==> src/memPkg.sv <==
package memPkg;

    // datapath geometry
    localparam int DATA_W     = 32;
    localparam int LANES      = 4;
    localparam int BYTE_W     = DATA_W / LANES;   // width of one lane
    localparam int WORD_IDX_W = 8;
    localparam int WORDS      = 1 << WORD_IDX_W;  // 256 words, 1 KiB total
    localparam int REG_IDX_W  = 5;

    // load opcodes, U variants zero-extend
    typedef enum logic [2:0] {
        LD_NONE,
        LD_B,
        LD_BU,
        LD_H,
        LD_HU,
        LD_W
    } loadKind;

    // store opcodes
    typedef enum logic [1:0] {
        ST_NONE,
        ST_B,
        ST_H,
        ST_W
    } storeKind;

    // address error causes
    typedef enum logic [1:0] {
        EXC_NONE,
        EXC_ADEL,   // misaligned load
        EXC_ADES    // misaligned store
    } excKind;

endpackage

==> src/storeLaneSplit.sv <==
module storeLaneSplit import memPkg::*; (
    input  logic                  issue,
    input  logic [DATA_W-1:0]     memAddr,
    input  logic [DATA_W-1:0]     memStoreData,
    input  loadKind               memLoadKind,
    input  storeKind              memStoreKind,

    output logic [LANES-1:0]      laneWe,
    output logic [DATA_W-1:0]     laneWrData,
    output logic [WORD_IDX_W-1:0] wordIdx,
    output excKind                excCode
);

    logic [1:0]       offset;
    logic             halfAcc;
    logic             wordAcc;
    logic             misaligned;
    logic [LANES-1:0] laneMask;   // lanes touched by the store

    assign offset  = memAddr[1:0];
    assign wordIdx = memAddr[WORD_IDX_W+1:2];   // upper bits alias

    // access size from whichever kind is active
    assign halfAcc = (memLoadKind == LD_H) || (memLoadKind == LD_HU) ||
                     (memStoreKind == ST_H);
    assign wordAcc = (memLoadKind == LD_W) || (memStoreKind == ST_W);

    // half needs offset 0 or 2 and word needs offset 0
    assign misaligned = (halfAcc && offset[0]) || (wordAcc && (offset != 2'b00));

    always_comb begin
        if (!misaligned) begin
            excCode = EXC_NONE;
        end else if (memStoreKind != ST_NONE) begin
            excCode = EXC_ADES;
        end else begin
            excCode = EXC_ADEL;
        end
    end

    // replicate store data so every lane sees its byte
    always_comb begin
        case (memStoreKind)
            ST_B: begin
                laneWrData = {LANES{memStoreData[BYTE_W-1:0]}};
                laneMask   = 4'b0001 << offset;
            end
            ST_H: begin
                laneWrData = {(LANES/2){memStoreData[2*BYTE_W-1:0]}};
                laneMask   = 4'b0011 << offset;
            end
            ST_W: begin
                laneWrData = memStoreData;
                laneMask   = '1;
            end
            default: begin
                laneWrData = memStoreData;
                laneMask   = '0;   // loads write nothing
            end
        endcase
    end

    // writes only for an issuing, well-aligned store
    assign laneWe = (issue && (excCode == EXC_NONE)) ? laneMask : '0;

    // a misaligned store must leave memory untouched
    always_comb begin
        assert final (!(((memStoreKind == ST_H) && memAddr[0]) ||
                        ((memStoreKind == ST_W) && (memAddr[1:0] != 2'b00))) ||
                      (laneWe == '0))
            else $error("lane write enabled on a misaligned store");
    end

endmodule

==> config.mk <==
export PLATFORM = sky130hd
export DESIGN_NAME = storeLaneSplit
export DESIGN_NICKNAME = d
export VERILOG_FILES = /design/src/memPkg.sv /design/src/storeLaneSplit.sv
export SDC_FILE = /design/constraint.sdc
export NUM_CORES = 1
export LEC_CHECK = 0
export BUFFER_PORTS_ARGS = -buffer_cell sky130_fd_sc_hd__buf_2
export CAP_MARGIN = 0
export CORE_ASPECT_RATIO = 1.4
export CORE_MARGIN = 3
export CORE_UTILIZATION = 25
export DETAILED_ROUTE_END_ITERATION = 10
export PLACE_DENSITY = 0.73
export SLEW_MARGIN = 10
export SYNTH_ARGS = -nofsm -noshare
export SYNTH_HDL_FRONTEND = slang
export SYNTH_SLANG_ARGS = --single-unit
==> constraint.sdc <==
create_clock -name vclk -period 2.86
set_input_delay 0.429 -clock vclk [all_inputs]
set_output_delay 0.429 -clock vclk [all_outputs]
set_load 0.02 [all_outputs]
==> impl_metrics.tcl <==
set metrics [dict create \
    post-place-cells 206 \
    period_minus_slack_ps 2370 \
    report.final.slew_viol_count 0 \
    routed_via_density 4.68 \
    ys_seq_area_frac 0 \
    drt-pass1-iter-count 4 \
    ant_nets 0 \
    worstMarginPinSlew_ps 533 \
    p_per_area_nw_per_um2 246 \
    die_w_um 51.0 \
    antenna_found_initial 0 \
    worstHoldPathType "in2out" \
    area_growth_pct 40.5 \
    max-vdd-ir-drop_v 0.000121 \
    critPathTopFamily "adder cells" \
    hold_violations 0 \
    seq_cell_count 0 \
    synth-compound-area-share 0.429 \
    min_from "memAddr[3]" \
    arrival_ps 1940 \
    layout_common_cells "buf_2 (78), inv_1 (12), a21oi_1 (11)" \
    cts_hold_buffers 0 \
    critical_path_class "in2out" \
    grt_pass1_vias 728 \
    status "finished clean" \
    synth_cell_type_count 26 \
    nNetsFinal 247 \
    critPathSlowestCell "ha_1" \
    critPathMaxFanout 15 \
    fin_crit_sh 0.828 \
    wl_per_cell_um 11.8 \
    syn-num-nets 190 \
    synth_xor_area_frac 0 \
    startpoint_type "input port" \
    synth_top_family_by_area "compound AO/OA/AOI/OAI gates" \
    n_antenna_cell 0 \
    yosys.area_share.simple 0.198 \
    seq_area_sq_um 0 \
    num_rows 22 \
    worstHoldEndpoint "wordIdx[1]" \
    drive_gt1_frac 0.465 \
    final_common_cell "buf_2" \
    nClkBuffers 0 \
    start_util 0.265 \
    via_count 964 \
    max_stage_delay_ps 550 \
    core_region_area_sq_um 2670 \
    fin_setup_tns_ps 0 \
    critPathCaptureType "output port" \
    cp_common_cell "buf_2" \
    leakagePower_nw 0.590 \
    ioPinCount 116 \
    fp.dieArea_sq_um 3520 \
    synth_cells 115 \
    fmax_mhz 422 \
    crit_required_ps 2430 \
    maxCapViolCount 0 \
    setup_viol 0 \
    drt_iter0_markers 26 \
    power_w 0.000245 \
    synthMuxAreaShare 0 \
    drc 0 \
    rsz0062_at_grt "false" \
    postPlaceCellArea_sq_um 995 \
    cp_num_cells 6 \
    cts_resized 0 \
    final_util 0.373 \
    syn_area_per_cell_sq_um 6.16 \
    port_buffers 78 \
    wl_um 2430 \
    synthAdderAreaFrac 0.0883 \
    yosysWarningCount 0 \
    grt_pass1_wl_um 3290 \
    globalRouteTotalUtil 0.114 \
    place_hpwl_um 1970 \
    final_area_sq_um 995 \
    hold_depth 0 \
    syn_area_sq_um 708 \
    fin_cells 206 \
    worst-path-buf-inv 3 \
    path_cells "buf_2, inv_1, ha_1, and2_1, a22o_1, buf_2" \
    slew-limit-headroom 0.645 \
    grt_overflow_total 0 \
    die_h_um 69.0 \
    globalplace.congestion 0.663 \
    grt_max_degree 24 \
    cts_setup_buffers 0 \
]
[power breakdown]
part           leakage (nW)  switching (W)  internal, W  total, W
clock                     0              0            0         0
sequential                0              0            0         0
combinational         0.590       0.000152    0.0000929  0.000245
[metrics by stage]
| step | hold slack (ps) | setup WS, ps |
|---|---|---|
| finish | 858 | 491 |
| global route | 858 | 353 |
| CTS | 858 | 475 |
| detailed placement | 858 | 480 |
| global placement | 858 | 471 |
| floorplan | 941 | 844 |
[synth_stat cells, types with 3 or more instances]
cell type / number / share of area
o22ai_1: 8 / 0.071
nor2_1: 10 / 0.053
a21oi_1: 11 / 0.078
clkbuf_1: 3 / 0.016
ha_1: 5 / 0.088
buf_4: 16 / 0.17
inv_1: 12 / 0.064
nand2_1: 8 / 0.042
a22o_1: 8 / 0.099
nor3_1: 3 / 0.021
o21ai_0: 3 / 0.021
buf_2: 5 / 0.035
a22oi_1: 8 / 0.085
[kinds of logic after synthesis]
family | after synthesis
adders and majority gates | 5
AOI/OAI and AO/OA | 45
and+or+nand+nor | 29
buffers and inverters | 36
[how the worst max path moves through the flow]
stage / start / to / slack, ps
2_1_floorplan: memStoreKind[0] / laneWrData[16] / 840
3_3_place_gp: memStoreKind[0] / laneWrData[13] / 470
3_5_place_dp: memStoreKind[0] / laneWrData[10] / 480
4_1_cts: memStoreKind[0] / laneWrData[13] / 470
5_1_grt: memStoreKind[0] / laneWrData[19] / 350
6_report: memStoreKind[0] / laneWrData[13] / 490
[area by class of cell]
class,instances,area [sq um]
inverter,12,45.0
fill,312,1680
multi-input combinational,79,507
timing repair buffer,79,398
tap,36,45.0
[routing by layer]
layer	vias to the layer above	share of wire	GRT usage
met1	434	0.41	0.150
li1	500	-	-
met4	0	0	0.00673
met3	0	0.055	0.00430
met5	-	0	0
met2	30	0.53	0.215
(Power assumes the default switching activity.)
