### config.mk
export PLATFORM = sky130hd
export DESIGN_NAME = dataByteLane
export DESIGN_NICKNAME = d
export VERILOG_FILES = /design/src/memPkg.sv /design/src/dataByteLane.sv
export SDC_FILE = /design/constraint.sdc
export NUM_CORES = 2
export LEC_CHECK = 0
export BUFFER_PORTS_ARGS = -buffer_cell sky130_fd_sc_hd__clkbuf_2
export CAP_MARGIN = 10
export CORE_MARGIN = 2
export CORE_UTILIZATION = 63
export DETAILED_ROUTE_END_ITERATION = 16
export GPL_TIMING_DRIVEN = 1
export PLACE_DENSITY_LB_ADDON = 0.1
export SLEW_MARGIN = 40
export SYNTH_ARGS = -nofsm -noshare
export SYNTH_HDL_FRONTEND = slang
export SYNTH_SLANG_ARGS = --single-unit
export TNS_END_PERCENT = 50
### constraint.sdc
create_clock -name clk -period 3.2 [get_ports clk]
set_input_delay 0.32 -clock clk [delete_from_list [all_inputs] [get_ports clk]]
set_output_delay 0.32 -clock clk [all_outputs]
set_load 0.005 [all_outputs]
### src/memPkg.sv
package memPkg;

    // datapath geometry
    localparam int DATA_W     = 32;
    localparam int LANES      = 4;
    localparam int BYTE_W     = DATA_W / LANES;   // width of one lane
    localparam int WORD_IDX_W = 8;
    localparam int WORDS      = 1 << WORD_IDX_W;  // 256 words, 1 KiB total
    localparam int REG_IDX_W  = 5;

    // load opcodes, U variants zero-extend
    typedef enum logic [2:0] {
        LD_NONE,
        LD_B,
        LD_BU,
        LD_H,
        LD_HU,
        LD_W
    } loadKind;

    // store opcodes
    typedef enum logic [1:0] {
        ST_NONE,
        ST_B,
        ST_H,
        ST_W
    } storeKind;

    // address error causes
    typedef enum logic [1:0] {
        EXC_NONE,
        EXC_ADEL,   // misaligned load
        EXC_ADES    // misaligned store
    } excKind;

endpackage

### src/dataByteLane.sv
module dataByteLane import memPkg::*; (
    input  logic                  clk,
    input  logic                  we,
    input  logic [WORD_IDX_W-1:0] idx,
    input  logic [BYTE_W-1:0]     wrData,
    output logic [BYTE_W-1:0]     rdData
);

    logic [BYTE_W-1:0] mem [WORDS];

    always_ff @(posedge clk) begin
        if (we) begin
            mem[idx] <= wrData;
        end
        rdData <= mem[idx];   // old contents on a same-edge write
    end

    // an X index would smear the write over unknown entries
    assert property (@(posedge clk) we |-> !$isunknown(idx))
        else $error("lane write with unknown index");

endmodule

==> flow_results.org <==
** Synth
- When the netlist entered floorplanning its net count stood at 3565.
- Of the post-synthesis cell area, the dominant cell type holds 0.783.
- Number of instances in the synthesized netlist :: 3547
- Register area share after synthesis :: 0.786
- Most used standard cell by instance count after synthesis :: edfxtp_1
- Netlist Area Pre-Place :: 78500 µm²
- After synthesis, the share of flip-flops with an asynchronous set or reset is 0.
- In the synthesized netlist the dominant register cell turns out to be edfxtp_1.
- Cell taking the most area after synthesis :: edfxtp_1
- Synth Area per Inst :: 22.1 µm²
- The synthesized design contains 2056 register bits.
- Yosys attributes the largest share of cell area to edfxtp_1, mux4_2, a22oi_1.
- During synthesis, Yosys emitted a total of 0 warnings.
- After synthesis, the netlist uses 22 different library cells.
- Ranked by instance count, the synthesized netlist is headed by edfxtp_1, mux4_2, a22oi_1.
- Yosys mapped a number of flops with a built-in enable equal to 2048.

** Place
- Routability-driven placement finished with a final weighted congestion of 0.867.
- Input/output buffers :: 25
- Half-perimeter wire length after placement :: 115000 µm

** Floorplan
- The die is 357 µm wide.
- Placeable core region :: 124000 µm²
- The floorplan has 129 rows.
- The floorplan step defined a die boundary enclosing 127000 µm².
- Effective utilization at floorplan :: 0.635
- Die Height :: 357 µm
- Top-level port count :: 26

** Routing
- Detailed routing inserted a total of 39.1k vias.
- The first detailed-routing pass took 6 iterations.
- Total wirelength of the detailed-routed design :: 188000 µm
- Detailed-route DRC error count :: 0
- In this run the remaining antenna-violating nets after routing total 0.
- Average via count per standard cell :: 6.76
- Routed wirelength normalized by instance count :: 32.6 µm
- Initial detailed-routing violation count :: 5420

** Clock tree
- Number of buffers inserted during clock tree synthesis :: 193
- Post CTS Setup Buffer Count :: 0
- At the later pin of the worst-skew pair, clock insertion delay measures 830 ps.
- Post-CTS clock slew at the launch and capture registers of the worst setup and hold paths :: 60 ps
- The tree is rooted in a clkbuf_16.
- Maximum buffer depth of the clock tree :: 3
- Clock tree from TritonCTS :: yes
- The H-tree was split into 4 levels.
- Clock net sink count :: 2056

** Setup path
- Worst Setup SP :: mem[137][3]$_DFFE_PP_
- Along the worst path, the maximum fanout reaches 1.
- STA classifies the critical path endpoint as a flop.
- Setup slack of the most critical reg-to-reg path :: 710 ps
- CP Data Arrival Time :: 3170 ps
- For the worst setup path, the data required time is 3880 ps.
- Kind of start point of the critical path :: flop
- Critical setup path kind :: flop to flop
- Reg2Reg Launch Point :: mem[137][3]$_DFFE_PP_

** Power and ir drop
- The design draws 0.0549 W.
- Peak supply drop :: 0.678 mV
- Leakage power :: 28.5 nW
- For this design the ratio of total power to cell area is 609 nW/µm².

** Final layout
- The area growth from synthesis to layout is 14.9%.
- After the last flow step, the layout net total stands at 4011.
- Of the cells placed in the final design, the portion with a size suffix greater than 1 is 0.310.
- At the end of the flow the core is filled with cells to 0.729.

** Global route
- Global routing finished with a remaining overflow of 0.
- Overall routing resource usage :: 0.305
- Number of antenna violations at the first check in global routing :: 4
- The first global-routing pass estimated 276000 µm of wire.
- Largest net degree at the start of global routing :: 143
- Vias in the first global route :: 40.0k

** Run status
- Outcome :: finished, final reports clean

** STA
- Setup repair after global routing left no endpoint under its margin.
- Share of the clock period used by the worst path :: 0.778
- In this run the tightest slew margin relative to its limit is 0.429.
- Clock skew on the completed layout was measured at 27.2 ps.
- In the final timing run, aggregate negative setup slack is 0 ps.
- For this run, the top clock speed supported by timing is 402 MHz.
- Min cycle time layout :: 2490 ps
- Endpoints failing hold :: 0
- The final max-slew violation count was 0.
- At the pin with the least slew margin, the transition time is 853 ps.
- Worst Hold Margin :: 33.2 ps
- Setup violations remaining at the end of the flow were counted as 0.

** Worst hold path
- Path category of the worst min-delay check :: input port to flop
- The startpoint identified for the worst hold timing path is wrData[4].

** Run
- The tool flagged a number of max-cap violations equal to 0.
[kinds of logic after synthesis]
logic type,Yosys count,share of synthesized area
flip-flops,2056,0.786
multiplexers,512,0.147
buffers and inverters,233,0.0140
AND/OR/NAND/NOR,330,0.0173
AO/OA/AOI/OAI,416,0.0362
[stage by stage]
stage	setup WS [ps]	cells	area, µm²
finish	710	5790	90200
global route	677	5789	90200
CTS	754	5789	90100
detailed placement	-21.5	5434	83900
global placement	-262	5434	83900
floorplan	661	3547	78500
[worst max-delay path: stages, from the launching register on]
cell and delay [ps]:
edfxtp_1 390, mux4_2 460, a22oi_1 320, a21oi_1 220, o41ai_1 650, buf_4 210
nand4_1 90
[final cells by class]
| type | count | area, µm² |
|---|---|---|
| multi-input combinational | 1258 | 15800 |
| clock inverter | 115 | 1050 |
| fill | 7045 | 33500 |
| sequential | 2056 | 61700 |
| tap | 1637 | 2050 |
| inverter | 1 | 3.75 |
| timing repair buffer | 483 | 4410 |
| antenna | 1 | 2.50 |
| clock buffer | 239 | 5180 |
[report_power, final]
group	total (W)	internal [W]	switching, W
combinational	0.00263	0.000986	0.00165
clock	0.0225	0.0130	0.00958
sequential	0.0297	0.0297	0.0000359
total	0.0549	0.0436	0.0113
[routing by layer]
metal,part of all wire,up-vias,track usage
met2,0.49,2215,0.486
met5,0.00018,-,0
met3,0.10,336,0.0620
met4,0.029,6,0.0931
li1,-,15968,-
met1,0.38,20593,0.437
[registers in the layout (all words and copies together), names as in the netlist]
register	flops
rdData	8
mem	2048
[final timing paths]
path,endpoint,cells past startpoint
max,rdData[3]$_DFF_P_,6
min,mem[81][4]$_DFFE_PP_,1
max reg2reg,rdData[3]$_DFF_P_,6
min reg2reg,rdData[7]$_DFF_P_,5
[timing repair]
action / in CTS / in global routing
hold buffers: 1 / 0
endpoints found under the hold margin: 45 / 0
resized for setup: 0 / 0
[cell usage in the layout (no fill, tap or decap), types with 3 or more instances in the layout]
cell type and n:
clkbuf_2 15, clkinv_1 40, o41ai_1 27, nor2_1 228
nor2b_1 5, buf_4 398, o41ai_2 5, nand2b_1 6
nand4_1 8, nor2_2 3, mux4_2 512, buf_12 59
clkinv_2 45, a22oi_1 256, clkbuf_16 200, edfxtp_1 2048
nand3_1 13, nand2_1 28, a21oi_1 128, inv_6 3
bufinv_16 19, buf_8 3, dfxtp_1 8, clkbuf_8 11
clkbuf_1 35, clkinvlp_4 5, nor3_1 30
(Power assumes the default switching activity.)
