## src/memPkg.sv

```systemverilog
package memPkg;

    // datapath geometry
    localparam int DATA_W     = 32;
    localparam int LANES      = 4;
    localparam int BYTE_W     = DATA_W / LANES;   // width of one lane
    localparam int WORD_IDX_W = 8;
    localparam int WORDS      = 1 << WORD_IDX_W;  // 256 words, 1 KiB total
    localparam int REG_IDX_W  = 5;

    // load opcodes, U variants zero-extend
    typedef enum logic [2:0] {
        LD_NONE,
        LD_B,
        LD_BU,
        LD_H,
        LD_HU,
        LD_W
    } loadKind;

    // store opcodes
    typedef enum logic [1:0] {
        ST_NONE,
        ST_B,
        ST_H,
        ST_W
    } storeKind;

    // address error causes
    typedef enum logic [1:0] {
        EXC_NONE,
        EXC_ADEL,   // misaligned load
        EXC_ADES    // misaligned store
    } excKind;

endpackage

```

## src/memStageReg.sv

```systemverilog
module memStageReg import memPkg::*; (
    input  logic                 clk,
    input  logic                 rst,
    input  logic                 flush,
    input  logic                 hold,

    input  logic                 exeValid,
    input  logic [DATA_W-1:0]    exeAddr,
    input  logic [DATA_W-1:0]    exeStoreData,
    input  loadKind              exeLoadKind,
    input  storeKind             exeStoreKind,
    input  logic [REG_IDX_W-1:0] exeDst,
    input  logic [DATA_W-1:0]    exePc,

    output logic                 issue,
    output logic [DATA_W-1:0]    memAddr,
    output logic [DATA_W-1:0]    memStoreData,
    output loadKind              memLoadKind,
    output storeKind             memStoreKind,
    output logic [REG_IDX_W-1:0] memDst,
    output logic [DATA_W-1:0]    memPc
);

    logic memValid;   // an instruction sits in the stage

    // control part, flush beats hold
    always_ff @(posedge clk) begin
        if (rst || flush) begin
            memValid     <= 1'b0;
            memLoadKind  <= LD_NONE;
            memStoreKind <= ST_NONE;
        end else if (!hold) begin
            memValid     <= exeValid;
            memLoadKind  <= exeLoadKind;
            memStoreKind <= exeStoreKind;
        end
    end

    // payload only follows hold
    always_ff @(posedge clk) begin
        if (!hold) begin
            memAddr      <= exeAddr;
            memStoreData <= exeStoreData;
            memDst       <= exeDst;
            memPc        <= exePc;
        end
    end

    // leaves the register this cycle, once
    assign issue = memValid && !hold;

    // a flushed slot must come back empty, whatever hold does
    assert property (@(posedge clk) disable iff (rst) flush |=> !issue)
        else $error("issue raised in the cycle after a flush");

endmodule

```

## config.mk

```make
export PLATFORM = sky130hd
export DESIGN_NAME = memStageReg
export DESIGN_NICKNAME = d
export VERILOG_FILES = /design/src/memPkg.sv /design/src/memStageReg.sv
export SDC_FILE = /design/constraint.sdc
export NUM_CORES = 1
export LEC_CHECK = 0
export ABC_AREA = 1
export BUFFER_PORTS_ARGS = -buffer_cell sky130_fd_sc_hd__clkbuf_2
export CAP_MARGIN = 40
export CELL_PAD_IN_SITES_DETAIL_PLACEMENT = 0
export CELL_PAD_IN_SITES_GLOBAL_PLACEMENT = 1
export CORE_MARGIN = 2
export CORE_UTILIZATION = 35
export CTS_CLUSTER_DIAMETER = 30
export DETAILED_ROUTE_END_ITERATION = 8
export PLACE_DENSITY_LB_ADDON = 0.1
export SYNTH_ARGS = -nofsm -noshare
export SYNTH_HDL_FRONTEND = slang
export SYNTH_SLANG_ARGS = --single-unit
```

## constraint.sdc

```tcl
create_clock -name clk -period 6.6 [get_ports clk]
set_clock_uncertainty 0.1 [all_clocks]
set_input_delay 0.66 -clock clk [delete_from_list [all_inputs] [get_ports clk]]
set_output_delay 0.66 -clock clk [all_outputs]
set_load 0.03 [all_outputs]
```

==> metrics.md <==
| Metric | Value |
|---|---|
| Post-CTS setup buffer count | `0` |
| Placed instance count | `469` |
| Synthesized flop and latch total | `about 110` |
| DRT iter0 DRCs | `66` |
| Final Hold Viols | `0` |
| Wirelength, routed | `7110 um` |
| Final non-filler cell total | `485` |
| Top fanout value on the critical path | `62` |
| Die footprint | `10200 sq um` |
| Reg2reg end | `memLoadKind[1]` |
| Synthesized Nets | `around 250` |
| Final instance area | `~4700 sq um` |
| RR Startpoint | `memLoadKind[1]` |
| CTS tree | `done` |
| CORE AREA | `approximately 9000 sq um` |
| Max Cap Violations | `0` |
| CP endpoint kind | `flip-flop` |
| Syn Inst Count | `141` |
| Die height | `101 um` |
| Register-to-Register Path Depth | `4` |
| Placed instance area | `4510 sq um` |
| Worst EP arrival | `2010 ps` |
| Post-CTS Hold Buffers | `0` |
| Flop-to-flop setup slack | `5880 ps` |
| Syn Area/Cell | `23.3 sq um` |
| Tmin final | `2130 ps` |
| Worst Setup EP | `memAddr[20]` |
| Max VDD drop | `about 0.14 mV` |
| Grt ovf | `0` |
| Crit path launch type | `primary input` |
| Site Rows | `35` |
| Clock Tree Root | `clkbuf_8` |
| Vias | `2056` |
| Final setup fails | `0` |
| Crit path cell chain | `clkbuf_2, inv_4, buf_4` |
| Ports | `roughly 220` |
| Type of the worst min-delay path | `in -> reg` |
| Initial antenna violation count | `0` |
| Worst Setup SP | `hold` |
| Static Leak | `2.13 nW` |
| Ys Warns | `0` |
| Max Buffers Root-to-Sink | `2` |
| Detailed placement HPWL | `5380 um` |
| Synth Cell Area | `3290 sq um` |
| Layout cells sized above 1 | `0.631` |
| Worst path slowest cell | `buf_4` |
| Post-synthesis sequential area ratio | `0.958` |
| Leading area contributor after synthesis | `edfxtp_1` |
| Number of buffers created by CTS | `9` |
| Synth unique cells | `7` |
| Outcome | `complete, no violations` |
| Final Util | `0.516` |
| Slew @ Worst Pin | `between 700 and 800 ps` |
| RSZ-0062 raised after global routing | `no` |
| Post-route ant nets | `0` |
| Die X | `101 um` |
| Routability Congestion | `0.702` |
| Synth top area cells | `edfxtp_1, dfxtp_1, nor2_1, nand2_1, inv_1` |
| Setup tns final | `0 ps` |
| Largest net degree at the start of global routing | `63` |
| WL/cell | `14.7 um` |
| Diode count | `0` |
| First-pass GRT wire length | `roughly 10000 um` |
| IO buf count | `217` |
| Clk sinks | `107` |
| Cts repair resizes | `0` |
| Critical Path RT | `around 6500 ps` |
| Reg clk slew, reported paths | `110 ps` |
| Synth top area share | `0.922` |
| Tcrit/Tclk final | `0.323` |
| Clock latency on the worst-skew pair | `350 ps` |
| Starting Density | `0.358` |
| Critical path class | `in -> reg` |
| Layout net count | `between 400 and 500` |
| Number of global-route vias before repair | `2003` |
| Vias per cell | `about 4.2` |
| H-tree Lvls | `3` |
| Slowest cell delay on critical path | `700 ps` |
| DP Worst Slack | `4050 ps` |
| TritonRoute pass-1 iters | `6` |
| GRT Resource Usage Total | `0.135` |
| Area delta synth->final | `44.1%` |
| Maximum clock frequency | `469 MHz` |
| Pwr per Cell Area | `308 nW/um^2` |
| Relative slew slack | `0.494` |
| Final worst slack | `roughly 4500 ps` |
| Drt drc | `0` |
| Pins Over Slew Limit | `0` |
routing by layer:
| layer | track usage | wire (um) |
|---|---|---|
| met4 | 0.0343 | 68 |
| met3 | 0.0728 | 939 |
| met2 | 0.227 | 3550 |
| met5 | 0 | 0 |
| met1 | 0.151 | 2560 |
cells in the mapped netlist:
| master | count |
|---|---|
| buf_6 | 1 |
| dfxtp_1 | 6 |
| nor2_2 | 1 |
| inv_1 | 7 |
| edfxtp_1 | 101 |
| nor2_1 | 13 |
| nand2_1 | 12 |
worst min-delay path by stage:
stage | to | from | cells past startpoint | slack [ps]
after floorplan | memValid | memValid | 4 | 390
after global placement | memLoadKind[2] | memLoadKind[2] | 4 | 400
after detailed placement | memLoadKind[2] | memLoadKind[2] | 4 | 400
after CTS | memDst[1] | exeDst[1] | 1 | 350
after global routing | memAddr[9] | exeAddr[9] | 1 | 330
final | memStoreData[22] | exeStoreData[22] | 1 | 370
cell usage in the layout, fill, tap and decap left out:
master      synthesis  final
buf_4               0      1
bufinv_16           0      2
clkbuf_2            0    217
clkbuf_8            0      9
clkinvlp_4          0      1
dfxtp_1             6      6
edfxtp_1          101    101
inv_1               7      6
inv_4               0      1
inv_6               0      3
inv_8               0      1
nand2_1            12     12
nor2_1             13     13
nor2_2              1      1
power by group:
group	total, W	leakage, nW	internal (W)	switching, W
Combinational	0.000203	0.984	0.0000567	0.000147
Sequential	0.000813	1.04	0.000799	0.0000136
Clock	0.000443	0.113	0.000221	0.000222
worst max-delay path: cells and delay by family:
family	cells	cell delay, ps
buffers and inverters	3	1310
stage by stage:
stage | hold slack, ps | power, W
finish | 367 | 0.00146
global route | 334 | 0.00152
CTS | 347 | 0.00148
detailed placement | 403 | 0.00103
global placement | 401 | 0.00103
floorplan | 390 | 0.000952
sequential cells by signal, indices dropped and copies added (netlist names):
register	cells
memAddr	32
memPc	32
memStoreData	32
memDst	5
memLoadKind	3
memStoreKind	2
memValid	1
cell families (layout without fill, tap and decap cells):
group         after synthesis  count (layout)  share of synthesized area
simple gates               26              26                     0.0304
flops                     107             107                      0.958
buf+inv                     8             241                     0.0114
layout make-up:
class                      count  area, sq um
clock buffer                   9          124
clock inverter                 7          105
multi-input combinational     26          100
timing repair buffer         218         1090
fill                         804         4450
tap                          111          139
sequential                   107         3150
inverter                       7         28.8
(Power assumes the default switching activity.)
