**config.mk**
```make
export PLATFORM = sky130hd
export DESIGN_NAME = loadMerge
export DESIGN_NICKNAME = d
export VERILOG_FILES = /design/src/memPkg.sv /design/src/loadMerge.sv
export SDC_FILE = /design/constraint.sdc
export NUM_CORES = 1
export LEC_CHECK = 0
export BUFFER_PORTS_ARGS = -buffer_cell sky130_fd_sc_hd__buf_2
export CAP_MARGIN = 25
export CORE_MARGIN = 1.5
export CORE_UTILIZATION = 36
export DETAILED_ROUTE_END_ITERATION = 7
export PLACE_DENSITY = 0.8
export SYNTH_ARGS = -nofsm -noshare
export SYNTH_HDL_FRONTEND = slang
export SYNTH_SLANG_ARGS = --single-unit
```
**constraint.sdc**
```tcl
create_clock -name clk -period 1.9 [get_ports clk]
set_clock_uncertainty 0.2 [all_clocks]
set_input_delay 0.38 -clock clk [delete_from_list [all_inputs] [get_ports clk]]
set_output_delay 0.38 -clock clk [all_outputs]
set_load 0.1 [all_outputs]
```
**src/memPkg.sv**
```systemverilog
package memPkg;

    // datapath geometry
    localparam int DATA_W     = 32;
    localparam int LANES      = 4;
    localparam int BYTE_W     = DATA_W / LANES;   // width of one lane
    localparam int WORD_IDX_W = 8;
    localparam int WORDS      = 1 << WORD_IDX_W;  // 256 words, 1 KiB total
    localparam int REG_IDX_W  = 5;

    // load opcodes, U variants zero-extend
    typedef enum logic [2:0] {
        LD_NONE,
        LD_B,
        LD_BU,
        LD_H,
        LD_HU,
        LD_W
    } loadKind;

    // store opcodes
    typedef enum logic [1:0] {
        ST_NONE,
        ST_B,
        ST_H,
        ST_W
    } storeKind;

    // address error causes
    typedef enum logic [1:0] {
        EXC_NONE,
        EXC_ADEL,   // misaligned load
        EXC_ADES    // misaligned store
    } excKind;

endpackage

```
**src/loadMerge.sv**
```systemverilog
module loadMerge import memPkg::*; (
    input  logic                  clk,
    input  logic                  rst,
    input  logic                  issue,
    input  logic [DATA_W-1:0]     memAddr,
    input  loadKind               memLoadKind,
    input  logic [REG_IDX_W-1:0]  memDst,
    input  logic [DATA_W-1:0]     memPc,
    input  excKind                excCode,
    input  logic [DATA_W-1:0]     laneRdData,

    output logic                  resultValid,
    output logic [DATA_W-1:0]     result,
    output logic [REG_IDX_W-1:0]  resultDst,
    output logic                  resultWr,
    output logic                  excValid,
    output excKind                excCodeOut,
    output logic [DATA_W-1:0]     excPc,
    output logic [DATA_W-1:0]     badVAddr
);

    logic                 capValid;
    loadKind              capLoadKind;
    logic [REG_IDX_W-1:0] capDst;
    logic [DATA_W-1:0]    capPc;
    logic [DATA_W-1:0]    capAddr;
    excKind               capExc;

    logic [1:0]           capOffset;
    logic [BYTE_W-1:0]    rdByte;
    logic [2*BYTE_W-1:0]  rdHalf;
    logic [DATA_W-1:0]    merged;
    logic                 capFault;

    always_ff @(posedge clk) begin
        if (rst) begin
            capValid <= 1'b0;
        end else begin
            capValid <= issue;   // lines up with the lane read
        end
    end

    always_ff @(posedge clk) begin
        if (issue) begin
            capLoadKind <= memLoadKind;
            capDst      <= memDst;
            capPc       <= memPc;
            capAddr     <= memAddr;
            capExc      <= excCode;
        end
    end

    assign capOffset = capAddr[1:0];
    assign capFault  = capExc != EXC_NONE;

    // little-endian pick out of the four lanes
    assign rdByte = laneRdData[capOffset*BYTE_W +: BYTE_W];
    assign rdHalf = capOffset[1] ? laneRdData[DATA_W-1:2*BYTE_W] : laneRdData[2*BYTE_W-1:0];

    always_comb begin
        case (capLoadKind)
            LD_B:    merged = {{(DATA_W-BYTE_W){rdByte[BYTE_W-1]}}, rdByte};
            LD_BU:   merged = {{(DATA_W-BYTE_W){1'b0}}, rdByte};
            LD_H:    merged = {{(DATA_W-2*BYTE_W){rdHalf[2*BYTE_W-1]}}, rdHalf};
            LD_HU:   merged = {{(DATA_W-2*BYTE_W){1'b0}}, rdHalf};
            LD_W:    merged = laneRdData;
            default: merged = '0;   // stores return nothing
        endcase
    end

    assign resultValid = capValid;
    assign result      = merged;
    assign resultDst   = capDst;
    assign resultWr    = capValid && (capLoadKind != LD_NONE) && !capFault;

    // address error report
    assign excValid   = capValid && capFault;
    assign excCodeOut = capExc;
    assign excPc      = capPc;
    assign badVAddr   = capAddr;

    // a register write never comes out of an empty or faulting slot
    assert property (@(posedge clk) disable iff (rst) resultWr |-> resultValid && !excValid)
        else $error("resultWr without a clean valid result");

endmodule

```
==> results of run 1 <==
cell usage after synthesis:
cell type  instances
buf_6              2
and3b_1            3
buf_2              4
edfxtp_1          74
and2_4             1
o2bb2ai_2          1
a21o_1            16
nand2_1            6
clkbuf_1           2
mux2i_1           13
nor2b_1            4
mux4_2             2
dfxtp_1            1
nand3b_1           2
xor2_1             1
a221o_1           10
o22ai_1            1
o221a_2            1
a21boi_2           1
nand2b_1           3
o311a_1            1
nor2_1             1
nor3b_1            1
or3b_1             1
o221ai_1           6
flip-flops by register name, summed over array words and instances (netlist names):
register / count
excCodeOut: 2
capLoadKind: 3
resultValid: 1
resultDst: 5
excPc: 32
badVAddr: 32
placed cells by master, fill, tap and decap left out, types with 2 or more instances in the layout:
| cell | n |
|---|---|
| buf_2 | 177 |
| edfxtp_1 | 74 |
| buf_12 | 39 |
| buf_4 | 29 |
| dlygate4sd3_1 | 27 |
| a21o_4 | 16 |
| a221o_4 | 10 |
| clkbuf_8 | 9 |
| mux2i_1 | 8 |
| o221ai_4 | 6 |
| buf_6 | 6 |
| mux2i_2 | 5 |
| nand2_2 | 3 |
| nand2_1 | 3 |
| nand2b_1 | 2 |
| nand3b_1 | 2 |
| mux4_2 | 2 |
| and3b_1 | 2 |
| nor2b_4 | 2 |
| inv_6 | 2 |
power by group through the flow:
| stage | clock network [W] | logic (W) | registers [W] |
|---|---|---|---|
| after floorplan | 0 | 0.000996 | 0.00294 |
| after global placement | 0 | 0.00256 | 0.00203 |
| after detailed placement | 0 | 0.00259 | 0.00204 |
| after CTS | 0.00121 | 0.00279 | 0.00200 |
| after global routing | 0.00128 | 0.00289 | 0.00202 |
| final | 0.00119 | 0.00283 | 0.00201 |
worst paths after layout:
kind                                  start                  end  slack, ns
worst min-delay path              memPc[17]  excPc[17]$_DFFE_PP_       0.01
worst max-delay path  badVAddr[1]$_DFFE_PP_           result[11]      -0.82
logic make-up (layout without fill, tap and decap cells):
| family | Yosys count | count (layout) | synth area share, % |
|---|---|---|---|
| simple gates | 22 | 22 | 4.64 |
| compound gates | 37 | 37 | 11.1 |
| flops | 75 | 75 | 76.3 |
| xor+xnor | 1 | 1 | 0.298 |
| buf+inv | 8 | 295 | 1.70 |
| mux | 15 | 15 | 5.96 |
through the flow:
stage | cells | total power (W) | hold WS (ns)
floorplan | 158 | 0.00393 | 0.244
global placement | 498 | 0.00459 | 0.333
detailed placement | 498 | 0.00463 | 0.332
CTS | 541 | 0.00600 | 0.000188
global route | 547 | 0.00619 | 0.000109
finish | 547 | 0.00602 | 0.0124
layout make-up:
type / count / share of cell area [%]
clock buffers: 10 / 2.16
flip-flops and latches: 75 / 38.0
clock inverters: 6 / 1.08
multi-input cells: 75 / 18.5
repair buffers: 279 / 38.1
well taps: 102 / 2.16
layer usage:
layer / wire (um) / track usage, %
met1: 3440 / 23.8
met2: 6120 / 46.7
met3: 930 / 7.56
met4: 225 / 11.2
met5: 0 / 0
what timing repair did:
item | 4_1_cts | 5_1_grt
hold endpoints to repair | 22 | 5
pin swaps | 4 | 3
gates resized for setup | 58 | 11
endpoints found under the setup margin | 35 | 35
hold buffers | 22 | 5
cloned | 1 | 0
setup buffers | 4 | 1
==> results_dict.tcl, run 1 <==
set metrics [dict create \
    status "complete, but fails checks" \
    violations "setup timing" \
    ys_seq_area_share_pct 76.3 \
    diodes 0 \
    critPathBufInv 2 \
    syn_nets 267 \
    utilization_pct 75.6 \
    antenna_left 0 \
    avgViaCountPerCell 4.91 \
    syn-cell-area_um2 2940 \
    crit_type "flip-flop to output pin" \
    numPortBuffers 214 \
    ys_types 25 \
    routed_wl_mm 10.7 \
    nets 549 \
    synth-seq-cells 75 \
    seqCellArea_um2 2240 \
    fin_crit_ns 2.72 \
    ir_drop_uv 779 \
    layout-drive-gt1-share_pct 72.4 \
    rows 32 \
    dp_slack_ns -0.535 \
    crit_arrival_ns 2.14 \
    cts_tree "yes" \
    synth_area_leaders "edfxtp_1, mux2i_1, a21o_1" \
    antenna_found_initial 0 \
    final_cell_area_um2 5900 \
    p_switching_w 0.00261 \
    path_cells "mux4_2 -> buf_6 -> and2_4 -> a221o_4 -> buf_12" \
    netSwitchingFraction_pct 43.4 \
    grt_pass1_wl_mm 15.5 \
    grt_max_degree 46 \
    cts_sinks 75 \
    end_kind "output pin" \
    tightest_slew_ns 0.523 \
    vias 2688 \
    startpoint_type "flip-flop" \
    slew-limit-headroom_pct 65.4 \
    cap_violations 0 \
    min_path_type "primary input to flip-flop" \
    synth_top_area_share_pct 75.6 \
    crit_cells 5 \
    grt_pass1_vias 2960 \
    syn_to_final_growth_pct 101 \
    htreeDepth 3 \
    die_y_um 93.4 \
    critPathMaxStageDelay_ns 0.54 \
    synthCells 158 \
    cts_buffers 9 \
    critPathTopFamily "multiplexers" \
    leakage_nw 2.58 \
    coreArea_um2 7810 \
    setup_viol 33 \
    n_fill_cell 471 \
    crit_slowest_cell "mux4_2" \
    finalCritPeriodShare_pct 143 \
    clkPwrFrac_pct 19.8 \
    synth.largest_area_cell "edfxtp_1" \
    wl_per_cell_um 19.6 \
    start_util_pct 37.6 \
    drcViolationCount 0 \
    fp.dieW_um 93.4 \
    drtIter0Drc 93 \
    whs_path_depth 1 \
    cp_data_required_time_ns 1.32 \
    pwr-share-seq_pct 33.3 \
    hold_viol_final 0 \
    cts_buffer_depth 2 \
    rsz0062_at_grt "true" \
    internal-power_w 0.00341 \
    dieArea_um2 8720 \
    ys_warn_count 0 \
    multi_input_area_um2 1090 \
    comb_power_share_pct 46.9 \
    slew_viol_final 0 \
    fin_ws_ns -0.815 \
    root_buffer "clkbuf_8" \
    first_pass_iters 4 \
    clock.fmax_ghz 0.368 \
    grt-ovfl-total 0 \
    crit_fanout 8 \
    clk_pin_slew_ns 0.08 \
    powerDensity_nw_per_um2 1020 \
    grt_util_all_layers_pct 24.6 \
    routabilityCongestion 0.814 \
    hpwl_mm 7.46 \
    setup_tns_ns -24.43 \
    pin_count 215 \
    postPlaceCellArea_um2 5110 \
    syn_area_per_cell_um2 18.6 \
]
Note: power is estimated with default switching activity, not from simulation.
==> run 2, diff against run 1 <==
--- a/config.mk
+++ b/config.mk
@@ -11,6 +11,7 @@
 export CORE_UTILIZATION = 36
 export DETAILED_ROUTE_END_ITERATION = 7
 export PLACE_DENSITY = 0.8
+export REMOVE_ABC_BUFFERS = 1
 export SYNTH_ARGS = -nofsm -noshare
 export SYNTH_HDL_FRONTEND = slang
 export SYNTH_SLANG_ARGS = --single-unit
==> run 2 against run 1 <==
- the run still ends with setup timing left
- clock power up 11%
- total power down 1.3%
- utilization down 3.7 points
- critical endpoint is now result[8]
==> results_dict.tcl, run 2 (synthesis gave the netlist of run 1 again) <==
set metrics [dict create \
    grt-ovfl-total 0 \
    fin_ws_ns -0.773 \
    dieArea_um2 8720 \
    slew-limit-headroom_pct 65.4 \
    clock.fmax_ghz 0.374 \
    critPathTopFamily "multiplexers" \
    crit_arrival_ns 2.09 \
    leakage_nw 2.62 \
    clk_pin_slew_ns 0.08 \
    cts_buffer_depth 2 \
    first_pass_iters 4 \
    path_cells "mux4_2 -> and2_4 -> a221o_1 -> buf_6" \
    drtIter0Drc 100 \
    pin_count 215 \
    powerDensity_nw_per_um2 1060 \
    hold_viol_final 0 \
    wl_per_cell_um 20.4 \
    routed_wl_mm 11.3 \
    nets 557 \
    gr-max-usage-layer "met2" \
    layout_commonest_cell "buf_2" \
    rsz0062_at_grt "true" \
    diodes 0 \
    startpoint_type "flip-flop" \
    status "complete, but fails checks" \
    grt_pass1_vias 2700 \
    grtUsageMet1_pct 16.9 \
    setup_viol 33 \
    cts_sinks 75 \
    mostFrequentLayoutCells "buf_2, edfxtp_1, dlygate4sd3_1" \
    grt_pass1_wl_mm 13.6 \
    ir_drop_uv 786 \
    grt_util_met2_pct 42.6 \
    min-delay-start "memPc[15]" \
    cp-startpoint "badVAddr[1]$_DFFE_PP_" \
    cts_tree "yes" \
    crit_fanout 8 \
    critPathMaxStageDelay_ns 0.59 \
    critPathBufInv 1 \
    min_path_type "primary input to flip-flop" \
    fp.dieW_um 93.4 \
    vias 2785 \
    rows 32 \
    crit_type "flip-flop to output pin" \
    timing.hold.ws_ns 0.0155 \
    routabilityCongestion 0.799 \
    cts_buffers 9 \
    numPortBuffers 214 \
    finalCritPeriodShare_pct 141 \
    drcViolationCount 0 \
    layout-drive-gt1-share_pct 64.4 \
    root_buffer "clkbuf_8" \
    antenna_left 0 \
    die_y_um 93.4 \
    antenna_found_initial 0 \
    avgViaCountPerCell 5.03 \
    start_util_pct 37.6 \
    crit_slowest_cell "mux4_2" \
    power_w 0.00594 \
    grt_max_degree 41 \
    cp_data_required_time_ns 1.32 \
    htreeDepth 3 \
    fin_crit_ns 2.67 \
    syn_to_final_growth_pct 91.0 \
    coreArea_um2 7810 \
    grt_util_all_layers_pct 21.4 \
    violations "setup timing" \
    slew_viol_final 0 \
    hpwl_mm 6.62 \
    end_kind "output pin" \
    use_met3_pct 10.8 \
    cap_violations 0 \
    tightest_slew_ns 0.523 \
]
run 2: area by class of cell:
| type | count | area (um^2) |
|---|---|---|
| Multi-Input combinational cell | 75 | 860 |
| Sequential cell | 75 | 2240 |
| Tap cell | 102 | 128 |
| Fill cell | 472 | 2190 |
| Timing Repair Buffer | 287 | 2170 |
| Clock buffer | 9 | 124 |
| Clock inverter | 6 | 90.1 |
run 2: per-layer routing:
metal  part of all wire [%]  up-vias
met5                      0        -
li1                       -     1230
met3                     12       27
met4                    2.7        0
met1                     31     1330
met2                     55      198
run 2: timing repair:
action | CTS | global route
gates resized for setup | 89 | 12
hold endpoints to repair | 1 | 36
setup buffers | 6 | 5
gates cloned | 2 | 0
setup endpoints to repair | 34 | 35
hold buffers | 1 | 36
pin swaps | 14 | 7
run 2: power by group:
group / switching (W) / internal (W) / total (W) / leakage (nW)
sequential: 0.0000471 / 0.00196 / 0.00201 / 0.733
combinational: 0.00195 / 0.000667 / 0.00262 / 1.78
clock: 0.000581 / 0.000737 / 0.00132 / 0.106
total: 0.00258 / 0.00336 / 0.00594 / 2.62
run 2: worst paths after layout:
path,to,slack [ns],cells past startpoint
min,excPc[15]$_DFFE_PP_,0.02,1
max,result[8],-0.77,4
run 2: stage by stage:
stage               instance area (um^2)  std cells  TNS (ns)  util (%)  setup slack [ns]
finish                              5610        554    -22.73      71.9            -0.773
global route                        5610        554    -25.45      71.9            -0.847
CTS                                 5150        514    -22.88      66.0            -0.772
detailed placement                  4450        490    -15.70      57.0            -0.552
global placement                    4450        490    -14.66      57.0            -0.514
floorplan                           2890        150    -52.57         -             -1.88
==> run 3, diff against run 2 <==
--- a/config.mk
+++ b/config.mk
@@ -10,7 +10,7 @@
 export CORE_MARGIN = 1.5
 export CORE_UTILIZATION = 36
 export DETAILED_ROUTE_END_ITERATION = 7
-export PLACE_DENSITY = 0.8
+export PLACE_DENSITY = 0.78
 export REMOVE_ABC_BUFFERS = 1
 export SYNTH_ARGS = -nofsm -noshare
 export SYNTH_HDL_FRONTEND = slang
==> run 3 against run 2 <==
- the run still ends with setup timing left
- global-route usage is 2.1 points higher
- count of clock-buffer cells in the layout stayed put
- worst setup slack better by 0.0030 ns
- critical endpoint is now result[12]
- largest power group unchanged
==> results_dict.tcl, run 3 (synthesis gave the netlist of run 1 again) <==
set metrics [dict create \
    status "complete, but fails checks" \
    violations "setup timing" \
    mostFrequentLayoutCells "buf_2, edfxtp_1, dlygate4sd3_1, buf_6, buf_4" \
    grt_util_all_layers_pct 23.5 \
    seqCellArea_um2 2240 \
    cap_violations 0 \
    critPathMaxStageDelay_ns 0.59 \
    coreArea_um2 7810 \
    wl_per_cell_um 20.1 \
    fin_ws_ns -0.770 \
    crit_arrival_ns 2.09 \
    n_fill_cell 512 \
    diodes 0 \
    ir_drop_uv 751 \
    layout-drive-gt1-share_pct 63.2 \
    cts_sinks 75 \
    crit_slowest_cell "mux4_2" \
    start_util_pct 37.6 \
    multi_input_area_um2 811 \
    routed_wl_mm 11.0 \
    hold_viol_final 0 \
    dieArea_um2 8720 \
    clk_pin_slew_ns 0.09 \
    cts_buffer_depth 2 \
    die_y_um 93.4 \
    first_pass_iters 4 \
    slew-limit-headroom_pct 65.7 \
    grt_pass1_vias 2931 \
    power_w 0.00583 \
    pin_count 215 \
    tightest_slew_ns 0.518 \
    clock.fmax_ghz 0.375 \
    fin_crit_ns 2.67 \
    min_path_type "primary input to flip-flop" \
    rsz0062_at_grt "true" \
    cts_tree "yes" \
    grt_max_degree 48 \
    crit_type "flip-flop to output pin" \
    syn_to_final_growth_pct 85.0 \
    routabilityCongestion 0.803 \
    avgViaCountPerCell 5.04 \
    numPortBuffers 214 \
    antenna_found_initial 1 \
    setup_viol 33 \
    fp.dieW_um 93.4 \
    vias 2764 \
    grt-ovfl-total 0 \
    powerDensity_nw_per_um2 1070 \
    slew_viol_final 0 \
    drcViolationCount 0 \
    hpwl_mm 6.68 \
    nets 550 \
    crit_fanout 8 \
    htreeDepth 3 \
    rows 32 \
    layout_commonest_cell "buf_2" \
    cp_data_required_time_ns 1.32 \
    cts_buffers 9 \
    leakage_nw 2.54 \
    path_cells "mux4_2 -> and2_4 -> a221o_1 -> buf_8" \
    grt_pass1_wl_mm 15.1 \
    antenna_left 0 \
    startpoint_type "flip-flop" \
    root_buffer "clkbuf_8" \
    dp_slack_ns -0.516 \
    drtIter0Drc 140 \
    end_kind "output pin" \
    finalCritPeriodShare_pct 141 \
]
run 3: changes by cell type in the layout (fill, tap and decap cells not counted), sizes merged:
cell	change
dlygate4sd3	-2
clkbuf	+2
buf	-6
bufbuf	-1
bufinv	-1
inv	+2
run 3: worst max-delay path: cells and delay by family, from the launching register on:
kind / cells / cell delay [ns]
DFF: 1 / 0.46
buffers and inverters: 1 / 0.19
AOI/OAI and AO/OA: 1 / 0.31
and+or+nand+nor: 1 / 0.21
muxes: 1 / 0.59
run 3: layout make-up:
type                    count  area share, %
clock buffers               9           2.28
clock inverters             7           1.50
multi-input cells          75           14.9
flip-flops and latches     75           41.2
well taps                 102           2.35
repair buffers            280           37.7
run 3: worst paths after layout:
check	end	startpoint	cells past startpoint
worst max-delay path	result[12]	badVAddr[1]$_DFFE_PP_	4
worst min-delay path	badVAddr[24]$_DFFE_PP_	memAddr[24]	1
run 3: power by group:
| part | internal [W] | total [W] | switching, W |
|---|---|---|---|
| Combinational | 0.000638 | 0.00256 | 0.00193 |
| Sequential | 0.00196 | 0.00201 | 0.0000464 |
| Clock | 0.000625 | 0.00126 | 0.000636 |
run 3: routing by layer:
metal	vias up	share of wire, %	global-route usage, %
li1	1215	-	-
met3	18	11	9.19
met5	-	0	0
met1	1320	31	21.9
met4	0	2.0	8.21
met2	211	56	45.5
run 3: stage by stage:
stage,std cells,cell area [um^2],hold WS (ns),TNS (ns),util (%)
after floorplan,150,2890,0.252,-52.57,-
after global placement,489,4420,0.338,-13.25,56.6
after detailed placement,489,4420,0.340,-14.41,56.6
after CTS,536,5340,0.0000155,-23.08,68.4
after global routing,548,5440,-0.00474,-25.56,69.6
final,548,5440,0.0107,-22.77,69.6
run 3: repair_timing:
item	in CTS	in global routing
endpoints found under the setup margin	34	35
pin swaps	12	4
hold endpoints to repair	20	15
resized for setup	91	9
buffers inserted	8	0
cloned	3	0
hold buffers	20	15
